$ cat config.mk
export PLATFORM = sky130hd
export DESIGN_NAME = u1e_core
export DESIGN_NICKNAME = d
export VERILOG_FILES = /design/src/hw/u1e_pkg.sv /design/src/hw/u1e_wb_decoder.sv /design/src/hw/u1e_misc_regs.sv /design/src/hw/u1e_settings_bus.sv /design/src/hw/u1e_vita_time.sv /design/src/hw/u1e_core.sv
export VERILOG_INCLUDE_DIRS = /design/src /design/src/hw
export SDC_FILE = /design/constraint.sdc
export NUM_CORES = 1
export LEC_CHECK = 0
export BUFFER_PORTS_ARGS = -buffer_cell sky130_fd_sc_hd__buf_2
export CAP_MARGIN = 0
export CORE_UTILIZATION = 56
export CTS_CLUSTER_SIZE = 28
export DETAILED_ROUTE_END_ITERATION = 10
export PLACE_DENSITY = 0.83
export SLEW_MARGIN = 20
export SYNTH_ARGS = -nofsm -noshare
export SYNTH_HDL_FRONTEND = slang
export SYNTH_HIERARCHICAL = 1
export SYNTH_SLANG_ARGS = --single-unit
$ cat constraint.sdc
create_clock -name wb_clk -period 8 [get_ports wb_clk]
set_input_delay 1.6 -clock wb_clk [delete_from_list [all_inputs] [get_ports wb_clk]]
set_output_delay 1.6 -clock wb_clk [all_outputs]
set_load 0.01 [all_outputs]
$ cat src/hw/u1e_settings.svh
////////////////////////////////////////////////////////////
// byte addressed 16 bit bus, 32 bit settings words
// tick rate assumes a 64 MHz wb_clk
////////////////////////////////////////////////////////////
`ifndef U1E_SETTINGS_SVH
`define U1E_SETTINGS_SVH

// bus widths
`define U1E_DW 16
`define U1E_AW 11
`define U1E_SW 2

// slot numbers, adr[10:7]
`define U1E_SLOT_MISC     0
`define U1E_SLOT_SETTINGS 5

// misc register offsets, adr[6:0]
`define U1E_REG_LEDS        0
`define U1E_REG_SWITCHES    2
`define U1E_REG_CGEN_CTRL   4
`define U1E_REG_CGEN_ST     6
`define U1E_REG_TEST        8
`define U1E_REG_RX_FRAMELEN 10
`define U1E_REG_TX_FRAMELEN 12
`define U1E_REG_XFER_RATE   14
`define U1E_REG_COMPAT      16

`define U1E_CGEN_CTRL_RESET 3         // sync_b and ref_sel high
`define U1E_COMPAT_WORD     16'h0002  // whoami 0, compat 2
`define U1E_READ_DEFAULT    16'hBEEF

// settings bus addresses
`define U1E_SR_CLEAR_FIFO   6
`define U1E_SR_TIME64       28        // secs, ticks, ctrl
`define U1E_TICKS_PER_SEC   64000000

`endif

$ cat src/hw/u1e_pkg.sv
////////////////////////////////////////////////////////////
// bus and status bundles shared by the core and its slaves
////////////////////////////////////////////////////////////
`include "u1e_settings.svh"

package u1e_pkg;

   // master to slave
   typedef struct packed {
      logic [`U1E_AW-1:0] adr;
      logic [`U1E_DW-1:0] dat;
      logic [`U1E_SW-1:0] sel;
      logic               we;
      logic               cyc;
      logic               stb;
   } wb_req_t;

   // slave to master
   typedef struct packed {
      logic [`U1E_DW-1:0] dat;
      logic               ack;
   } wb_rsp_t;

   // 32 bit settings write, one cycle strobe
   typedef struct packed {
      logic        stb;
      logic [7:0]  addr;
      logic [31:0] data;
   } set_bus_t;

   typedef struct packed {
      logic       tx_enable;
      logic       rx_enable;
      logic [7:0] rate;
   } xfer_ctrl_t;

   // clock generator pins
   typedef struct packed {
      logic status;
      logic ld;
      logic refmon;
   } cgen_status_t;

   typedef struct packed {
      logic [31:0] secs;
      logic [31:0] ticks;
   } vita_time_t;

endpackage

$ cat src/hw/u1e_wb_decoder.sv
////////////////////////////////////////////////////////////
// only adr[10:7] is decoded; unmapped slots ack with zero
////////////////////////////////////////////////////////////
`include "u1e_settings.svh"

module u1e_wb_decoder
  (
   input  logic             wb_clk,
   input  logic             wb_rst,
   input  u1e_pkg::wb_req_t m_req_i,
   output u1e_pkg::wb_rsp_t m_rsp_o,
   output u1e_pkg::wb_req_t misc_req_o,
   input  u1e_pkg::wb_rsp_t misc_rsp_i,
   output u1e_pkg::wb_req_t set_req_o,
   input  u1e_pkg::wb_rsp_t set_rsp_i
  );

   logic [3:0] slot;
   logic       bus_en_q;   // bus accepted from the first cycle after reset
   logic       hit_misc;
   logic       hit_set;

   always_ff @(posedge wb_clk)
   begin
      if (wb_rst)
         bus_en_q <= 1'b0;
      else
         bus_en_q <= 1'b1;
   end

   assign slot     = m_req_i.adr[10:7];
   assign hit_misc = bus_en_q & (slot == 4'(`U1E_SLOT_MISC));
   assign hit_set  = bus_en_q & (slot == 4'(`U1E_SLOT_SETTINGS));

   // request fans out, cyc only to the matching slave
   always_comb
   begin
      misc_req_o     = m_req_i;
      misc_req_o.cyc = m_req_i.cyc & hit_misc;
      set_req_o      = m_req_i;
      set_req_o.cyc  = m_req_i.cyc & hit_set;
   end

   always_comb
   begin
      if (hit_misc)
         m_rsp_o = misc_rsp_i;
      else if (hit_set)
         m_rsp_o = set_rsp_i;
      else
         m_rsp_o = '{dat: '0, ack: bus_en_q & m_req_i.cyc & m_req_i.stb}; // empty slot
   end

endmodule

$ cat src/hw/u1e_misc_regs.sv
////////////////////////////////////////////////////////////
// slot 0 registers, full 16 bit writes, sel is not used
////////////////////////////////////////////////////////////
`include "u1e_settings.svh"

module u1e_misc_regs
  (
   input  logic                  wb_clk,
   input  logic                  wb_rst,
   input  u1e_pkg::wb_req_t      req_i,
   output u1e_pkg::wb_rsp_t      rsp_o,
   input  u1e_pkg::cgen_status_t cgen_st_i,
   input  logic [15:0]           rx_frame_len_i,
   input  logic                  run_rx_i,
   input  logic                  run_tx_i,
   output logic [3:0]            debug_led_o,
   output logic                  cgen_sync_b_o,
   output logic                  cgen_ref_sel_o,
   output u1e_pkg::xfer_ctrl_t   xfer_o,
   output logic [15:0]           tx_frame_len_o,
   output logic [15:0]           test_o
  );

   logic [6:0]         offset;
   logic               wr_en;
   logic [`U1E_DW-1:0] reg_leds;
   logic [`U1E_DW-1:0] reg_cgen_ctrl;
   logic [`U1E_DW-1:0] reg_test;
   logic [`U1E_DW-1:0] reg_tx_len;
   logic [`U1E_DW-1:0] reg_xfer;
   logic [`U1E_DW-1:0] rd_data;

   assign offset = req_i.adr[6:0];
   assign wr_en  = req_i.cyc & req_i.stb & req_i.we;

   ////////////////////////////////////////////////////////////
   // writable registers
   always_ff @(posedge wb_clk)
   begin
      if (wb_rst)
      begin
         reg_leds      <= '0;
         reg_cgen_ctrl <= 16'(`U1E_CGEN_CTRL_RESET);
         reg_test      <= '0;
         reg_tx_len    <= '0;
         reg_xfer      <= '0;
      end
      else if (wr_en)
      begin
         case (offset)
            7'(`U1E_REG_LEDS):        reg_leds      <= req_i.dat;
            7'(`U1E_REG_CGEN_CTRL):   reg_cgen_ctrl <= req_i.dat;
            7'(`U1E_REG_TEST):        reg_test      <= req_i.dat;
            7'(`U1E_REG_TX_FRAMELEN): reg_tx_len    <= req_i.dat;
            7'(`U1E_REG_XFER_RATE):   reg_xfer      <= req_i.dat;
            default:                  ;  // read only or unused offset
         endcase
      end
   end

   ////////////////////////////////////////////////////////////
   // readback
   always_comb
   begin
      case (offset)
         7'(`U1E_REG_LEDS):        rd_data = reg_leds;
         7'(`U1E_REG_SWITCHES):    rd_data = '0;
         7'(`U1E_REG_CGEN_CTRL):   rd_data = reg_cgen_ctrl;
         7'(`U1E_REG_CGEN_ST):     rd_data = {13'd0, cgen_st_i.status, cgen_st_i.ld,
                                              cgen_st_i.refmon};
         7'(`U1E_REG_TEST):        rd_data = reg_test;
         7'(`U1E_REG_RX_FRAMELEN): rd_data = rx_frame_len_i;
         7'(`U1E_REG_TX_FRAMELEN): rd_data = reg_tx_len;
         7'(`U1E_REG_XFER_RATE):   rd_data = reg_xfer;
         7'(`U1E_REG_COMPAT):      rd_data = `U1E_COMPAT_WORD;
         default:                  rd_data = `U1E_READ_DEFAULT;
      endcase
   end

   assign rsp_o = '{dat: rd_data, ack: req_i.cyc & req_i.stb};

   // leds are active low on the board
   assign debug_led_o    = ~{run_rx_i, run_tx_i, reg_leds[1:0]};
   assign cgen_sync_b_o  = reg_cgen_ctrl[1];
   assign cgen_ref_sel_o = reg_cgen_ctrl[0];
   assign xfer_o         = '{tx_enable: reg_xfer[15], rx_enable: reg_xfer[14],
                             rate: reg_xfer[7:0]};
   assign tx_frame_len_o = reg_tx_len;
   assign test_o         = reg_test;

endmodule

$ cat src/hw/u1e_settings_bus.sv
////////////////////////////////////////////////////////////
// write low half first, the high half write fires the strobe
// settings space is write only, reads give zero
////////////////////////////////////////////////////////////
`include "u1e_settings.svh"

module u1e_settings_bus
  (
   input  logic              wb_clk,
   input  logic              wb_rst,
   input  u1e_pkg::wb_req_t  req_i,
   output u1e_pkg::wb_rsp_t  rsp_o,
   output u1e_pkg::set_bus_t set_o,
   output logic              clear_tx_o,
   output logic              clear_rx_o
  );

   logic               wr_en;
   logic               wr_lo;
   logic               wr_hi;
   logic [`U1E_DW-1:0] lo_q;        // held until the high half arrives
   logic               set_stb_q;
   logic [7:0]         set_addr_q;
   logic [31:0]        set_data_q;
   logic               hit_clear;

   assign wr_en = req_i.cyc & req_i.stb & req_i.we;
   assign wr_lo = wr_en & ~req_i.adr[1];
   assign wr_hi = wr_en & req_i.adr[1];

   ////////////////////////////////////////////////////////////
   // half word assembly
   always_ff @(posedge wb_clk)
   begin
      if (wb_rst)
         set_stb_q <= 1'b0;
      else
         set_stb_q <= wr_hi;  // one cycle, after the high half
   end

   always_ff @(posedge wb_clk)
   begin
      if (wr_lo)
         lo_q <= req_i.dat;
      if (wr_hi)
      begin
         set_addr_q <= {3'b000, req_i.adr[6:2]};
         set_data_q <= {req_i.dat, lo_q};
      end
   end

   assign set_o = '{stb: set_stb_q, addr: set_addr_q, data: set_data_q};

   assign rsp_o = '{dat: '0, ack: req_i.cyc & req_i.stb};

   ////////////////////////////////////////////////////////////
   // fifo clear, bit 1 tx and bit 0 rx
   assign hit_clear  = set_stb_q & (set_addr_q == 8'(`U1E_SR_CLEAR_FIFO));
   assign clear_tx_o = hit_clear & set_data_q[1];
   assign clear_rx_o = hit_clear & set_data_q[0];

endmodule

$ cat src/hw/u1e_vita_time.sv
////////////////////////////////////////////////////////////
// pps_i is async, seen 3 cycles late; ticks_per_sec >= 2
////////////////////////////////////////////////////////////
`include "u1e_settings.svh"

module u1e_vita_time
  #(
   parameter int unsigned ticks_per_sec = `U1E_TICKS_PER_SEC
  )
  (
   input  logic                wb_clk,
   input  logic                wb_rst,
   input  u1e_pkg::set_bus_t   set_i,
   input  logic                pps_i,
   output u1e_pkg::vita_time_t vita_time_o,
   output logic                pps_int_o
  );

   import u1e_pkg::*;

   vita_time_t time_q;
   vita_time_t pend_q;     // time to load, now or at pps
   logic       armed_q;
   logic [2:0] pps_sq;     // 2 sync flops + previous value
   logic       pps_rise;
   logic       pps_int_q;
   logic       ctl_wr;
   logic       load_now;
   logic       load_pps;
   logic       wrap;

   ////////////////////////////////////////////////////////////
   // pps synchronizer and edge detect
   always_ff @(posedge wb_clk)
   begin
      if (wb_rst)
      begin
         pps_sq    <= '0;
         pps_int_q <= 1'b0;
      end
      else
      begin
         pps_sq    <= {pps_sq[1:0], pps_i};
         pps_int_q <= pps_rise;
      end
   end

   assign pps_rise = pps_sq[1] & ~pps_sq[2];

   ////////////////////////////////////////////////////////////
   // settings registers
   assign ctl_wr   = set_i.stb && (set_i.addr == 8'(`U1E_SR_TIME64 + 2));
   assign load_now = ctl_wr & set_i.data[0];
   assign load_pps = pps_int_q & armed_q;

   always_ff @(posedge wb_clk)
   begin
      if (set_i.stb && (set_i.addr == 8'(`U1E_SR_TIME64)))
         pend_q.secs <= set_i.data;
      if (set_i.stb && (set_i.addr == 8'(`U1E_SR_TIME64 + 1)))
         pend_q.ticks <= set_i.data;
   end

   always_ff @(posedge wb_clk)
   begin
      if (wb_rst)
         armed_q <= 1'b0;
      else if (ctl_wr)
         armed_q <= ~set_i.data[0];  // bit 0 clear waits for pps
      else if (pps_int_q)
         armed_q <= 1'b0;
   end

   ////////////////////////////////////////////////////////////
   // seconds and ticks counter
   assign wrap = (time_q.ticks == 32'(ticks_per_sec - 1));

   always_ff @(posedge wb_clk)
   begin
      if (wb_rst)
         time_q <= '0;
      else if (load_now || load_pps)
         time_q <= pend_q;
      else if (wrap)
      begin
         time_q.ticks <= '0;
         time_q.secs  <= time_q.secs + 32'd1;
      end
      else
         time_q.ticks <= time_q.ticks + 32'd1;
   end

   assign vita_time_o = time_q;
   assign pps_int_o   = pps_int_q;

endmodule

$ cat src/hw/u1e_core.sv
////////////////////////////////////////////////////////////
// single clock control plane, bus master is external
// only slots 0 and 5 are populated
////////////////////////////////////////////////////////////
`include "u1e_settings.svh"

module u1e_core
  #(
   parameter int unsigned ticks_per_sec = `U1E_TICKS_PER_SEC
  )
  (
   input  logic                  wb_clk,
   input  logic                  wb_rst,
   input  u1e_pkg::wb_req_t      bus_req_i,
   output u1e_pkg::wb_rsp_t      bus_rsp_o,
   input  u1e_pkg::cgen_status_t cgen_st_i,
   input  logic [15:0]           rx_frame_len_i,
   input  logic                  run_rx_i,
   input  logic                  run_tx_i,
   input  logic                  pps_i,
   output logic [3:0]            debug_led_o,
   output logic                  cgen_sync_b_o,
   output logic                  cgen_ref_sel_o,
   output u1e_pkg::xfer_ctrl_t   xfer_o,
   output logic [15:0]           tx_frame_len_o,
   output logic [15:0]           test_o,
   output logic                  clear_tx_o,
   output logic                  clear_rx_o,
   output u1e_pkg::vita_time_t   vita_time_o,
   output logic                  pps_int_o
  );

   import u1e_pkg::*;

   wb_req_t  misc_req;
   wb_rsp_t  misc_rsp;
   wb_req_t  set_req;
   wb_rsp_t  set_rsp;
   set_bus_t set_bus;

   ////////////////////////////////////////////////////////////
   // bus fabric
   u1e_wb_decoder u1e_wb_decoder_inst
     (.wb_clk(wb_clk), .wb_rst(wb_rst),
      .m_req_i(bus_req_i), .m_rsp_o(bus_rsp_o),
      .misc_req_o(misc_req), .misc_rsp_i(misc_rsp),
      .set_req_o(set_req), .set_rsp_i(set_rsp));

   // slot 0
   u1e_misc_regs u1e_misc_regs_inst
     (.wb_clk(wb_clk), .wb_rst(wb_rst),
      .req_i(misc_req), .rsp_o(misc_rsp),
      .cgen_st_i(cgen_st_i), .rx_frame_len_i(rx_frame_len_i),
      .run_rx_i(run_rx_i), .run_tx_i(run_tx_i),
      .debug_led_o(debug_led_o),
      .cgen_sync_b_o(cgen_sync_b_o), .cgen_ref_sel_o(cgen_ref_sel_o),
      .xfer_o(xfer_o), .tx_frame_len_o(tx_frame_len_o), .test_o(test_o));

   // slot 5
   u1e_settings_bus u1e_settings_bus_inst
     (.wb_clk(wb_clk), .wb_rst(wb_rst),
      .req_i(set_req), .rsp_o(set_rsp),
      .set_o(set_bus),
      .clear_tx_o(clear_tx_o), .clear_rx_o(clear_rx_o));

   ////////////////////////////////////////////////////////////
   // timekeeping, fed from the settings bus
   u1e_vita_time #(.ticks_per_sec(ticks_per_sec)) u1e_vita_time_inst
     (.wb_clk(wb_clk), .wb_rst(wb_rst),
      .set_i(set_bus), .pps_i(pps_i),
      .vita_time_o(vita_time_o), .pps_int_o(pps_int_o));

endmodule

# Word-level counts from Yosys, hierarchy flattened
# Cells that the tools add are included.
# classes
addsub	2
n_eq_ne	14
n_mux	9
bitwise	22
reduce_logical	13
# ops
operator	n
$pmux W16 S9	1
$add A32 B1 Y32 const B	2
$mux W32	2
$mux W64	1
$eq A32 B26 Y1 const B	1
$eq A7 B4 Y1 const B	4
$and A1 B1 Y1	18
$mux W17	1
$eq A5 B5 Y1 const B	3
$eq A7 B3 Y1 const B	2
$reduce_and A2 Y1	5
$eq A7 B2 Y1 const B	1
$eq A7 B5 Y1 const B	1
$logic_not A7 Y1	1
$eq A5 B3 Y1 const B	1
$eq A4 B3 Y1 const B	1
$logic_not A4 Y1	1
$mux W1	4
$not A4 Y4	1
$reduce_bool A2 Y1	2
$logic_and A1 B1 Y1	3
$not A1 Y1	3
$logic_or A1 B1 Y1	1
# totals
reg_bits	268
inputBits	56
output_inout_bits	132
word_cells	77

# Depth between registers and ports, before layout
# depth
word_depth	6
ltp_mapped	11
ltp_nobuf	7

# Cells and area by module
# Netlist, hierarchy kept.
# by_module_without_submodules
mod	n_inst	cells_per_inst	area_each_um2	seq_area_each_um2
u1e_vita_time	1	530	5721.7	3303.2
u1e_misc_regs	1	422	4060.1	1601.5
u1e_settings_bus	1	84	1830.5	1611.5
u1e_wb_decoder	1	93	737.0	20.0

# Worst setup path after synthesis
# Ideal clock, no wire load.
# synth_timing
kind	in2out
startpoint	input bus_req_i[29] in the netlist's numbering
endpoint	output bus_rsp_o[0] in the netlist's numbering
t_arrival_ns	3.171
t_required_ns	6.400
path_slack_ns	3.229
stages	8
path_buffers	1
cell_sequence	or3b_4 nor2_2 buf_4 and2_1 and2_1 inv_1 o32ai_1 mux2_1
# synth_lines
item	line	source
start, declared	u1e_core.sv:14	input u1e_pkg::wb_req_t bus_req_i,
end, declared	u1e_core.sv:15	output u1e_pkg::wb_rsp_t bus_rsp_o,

==> run_results.csv <==
group,metric,value,unit
floorplanning,core_area,21200,um2
drt,drt_first_pass_iters,7,
min_path,hp-class,"reg2reg",
timing,skew,0.0123,ns
placement,io_buffers,185,
timing,setup_tns,0,ns
placement,detailed_place_hpwl,19800,um
timing,rsz0062_at_grt,"false",
cts,cts_setup_buffers,0,
drt,drt_iter0_markers,736,
drt,route.detailed.drc,0,
timing,slew_viol_final,0,
cts,htree_levels,1,
setup_path,reg2reg_setup_slack,4.52,ns
logic_synthesis,ys_warn_count,6,
setup_path,critPathLaunch,"bus_req_i[23]",
cts,cts_tree,"yes",
cts,clock_path_buffers,3,
setup_path,cp.arrival,3.84,ns
status,status,"finished, final reports clean",
drt,wire_per_inst,20.0,um
cells_and_area,final.fill_count,1593,
setup_path,max_stage_delay,0.53,ns
setup_path,cp-start-kind,"input pin",
setup_path,r2r_end,"u1e_vita_time_inst/vita_time_o[63]",
min_path,hold_path_depth,1,
cts,cts-buffers-inserted,27,
setup_path,end_kind,"output port",
floorplanning,floorplan.initialDensity,57.7,%
setup_path,worstReg2RegStart,"u1e_vita_time_inst/vita_time_o[0]",
cts,path_clk_slew,0.06,ns
power_and_ir_drop,ir_worst_vdd,0.155,mV
floorplanning,die_w,150,um
floorplanning,pin_count,188,
setup_path,crit_end,"bus_rsp_o[3]",
global_route,grt_usage,26.5,%
cells_and_area,diodes,0,
setup_path,cp.required,6.40,ns
cells_and_area,nNetsFinal,1267,
logic_synthesis,syn-mean-instance-area,11.0,um2
timing,fin_crit_sh,68.0,%
placement,dpl_cell_area,12800,um2
setup_path,crit_chain,"buf_2 > buf_4 > nor2b_1 > a21oi_1 > mux2_2 > o221ai_1 > a22o_1 > buf_2",
cts,clock-sinks,268,
setup_path,cp_slowest_cell,"buf_2",
timing,relSlewSlack,29.0,%
cells_and_area,postLayoutCellArea,13600,um2
drt,viasPerCell,6.05,
timing,min_period,5.44,ns
cts,postCtsHoldBufs,0,
cells_and_area,area_growth_syn_to_layout,11.3,%
power_and_ir_drop,p_leak,5.60,nW
floorplanning,die_y,150,um
logic_synthesis,syn_inst,1116,
timing,fmax,184,MHz
power_and_ir_drop,p_per_area,203,nW/um2
global_route,grt_first_pass_wirelength,45700,um
floorplanning,die-area,22500,um2
cts,cts_root_buf,"clkbuf_16",
drt,routed_wl,30000,um
run,cap_viol_max_count,0,
floorplanning,rows,53,
cts,cts_resized,0,
global_route,grt_pass1_vias,8376,
global_route,grt_max_degree,79,
timing,tightest_slew,1.06,ns
global_route,overflow,0,
global_route,antenna_found_initial,0,
timing,finalHoldViolCount,0,
placement,gp_congestion,0.881,
logic_synthesis,syn_area,12300,um2
setup_path,cp_max_fo,27,
cells_and_area,layout-drive-gt1-share,22.9,%
setup_path,path_class,"in2out",
cts,worstSkewPairLatency,0.53,ns
drt,ant_nets,0,
timing,setup_violations,0,
setup_path,reg2regPathDepth,6,
setup_path,cpMostUsedCell,"buf_2",
drt,vias,9106,
worst min path at each step:
| stage | start | endpoint | slack [ns] |
|---|---|---|---|
| after floorplan | u1e_vita_time_inst/pps_sq[2] | u1e_vita_time_inst/pps_int_o | 0.37 |
| after global placement | u1e_vita_time_inst/pps_sq[2] | u1e_vita_time_inst/pps_int_o | 0.37 |
| after detailed placement | u1e_vita_time_inst/pps_sq[2] | u1e_vita_time_inst/pps_int_o | 0.37 |
| after CTS | u1e_vita_time_inst/pps_sq[2] | u1e_vita_time_inst/pps_int_o | 0.38 |
| after global routing | u1e_vita_time_inst/pps_sq[2] | u1e_vita_time_inst/pps_int_o | 0.40 |
| final | u1e_vita_time_inst/pps_sq[2] | u1e_vita_time_inst/pps_int_o | 0.38 |
report_power, final:
| group | leakage, nW | switching [W] | internal (W) |
|---|---|---|---|
| combinational | 2.90 | 0.0000652 | 0.0000314 |
| clock | 0.430 | 0.000521 | 0.000726 |
| sequential | 2.27 | 0.00000229 | 0.00142 |
| total | 5.60 | 0.000588 | 0.00218 |
cells in the final DEF (no fill, tap or decap), types with 5 or more instances in the layout:
cell type	count
and4_1	7
a21oi_1	19
nand3b_1	7
nand3_1	35
clkbuf_16	27
a211oi_1	24
dfxtp_1	151
a22oi_1	6
inv_1	15
a22o_1	22
and2_1	7
nand4_1	18
a311oi_1	21
mux2i_1	90
clkbuf_1	5
nor2b_1	9
or3_1	9
buf_4	10
mux2_2	18
nor4_1	10
nand2_1	48
o21ai_0	34
conb_1	19
nor2_1	135
xnor2_1	10
buf_2	184
edfxtp_1	117
o31ai_1	21
a221oi_1	10
or4_1	16
xor2_1	25
and3_1	15
through the flow:
step / worst slack (ns) / util (%) / power (W) / hold WS [ns] / instances
3_5_place_dp: 2.59 / 60.1 / 0.00155 / 0.375 / 1455
2_1_floorplan: 3.23 / - / 0.00154 / 0.367 / 1134
3_3_place_gp: 2.61 / 60.1 / 0.00155 / 0.375 / 1455
4_1_cts: 2.58 / 64.3 / 0.00278 / 0.383 / 1504
6_report: 2.56 / 64.3 / 0.00277 / 0.381 / 1504
5_1_grt: 2.44 / 64.3 / 0.00285 / 0.404 / 1504
state kept, by name, summed over array words and instances, names as in the netlist, 16 cells and up:
signal and count:
u1e_misc_regs_inst/reg_leds 16, u1e_misc_regs_inst/test_o 16, u1e_settings_bus_inst/lo_q 16, u1e_misc_regs_inst/tx_frame_len_o 16, u1e_misc_regs_inst/reg_cgen_ctrl 16, u1e_vita_time_inst/pend_q 64
u1e_vita_time_inst/vita_time_o 64, u1e_settings_bus_inst/set_data_q 32, u1e_misc_regs_inst/reg_xfer 16
routing by layer:
metal,track usage (%),vias up,wire length [um]
met3,4.94,64,2830
li1,-,4192,-
met5,0,-,0
met2,42.3,475,14300
met1,36.3,4375,12100
met4,8.28,0,765
layout make-up:
type	count	area [um2]	area share (%)
clock buffers	36	749	5.49
clock inverters	13	136	1.00
inverters	17	63.8	0.468
multi-input cells	701	4820	35.3
flip-flops and latches	268	6540	47.9
well taps	275	344	2.52
repair buffers	194	996	7.30
worst max-delay path: cells and delay by family:
kind	cells	cell delay (ns)
buffers and inverters	3	1.09
muxes	1	0.27
and+or+nand+nor	1	0.40
AOI/OAI and AO/OA	3	0.48
No activity file was read; power rests on OpenSTA's default activity.
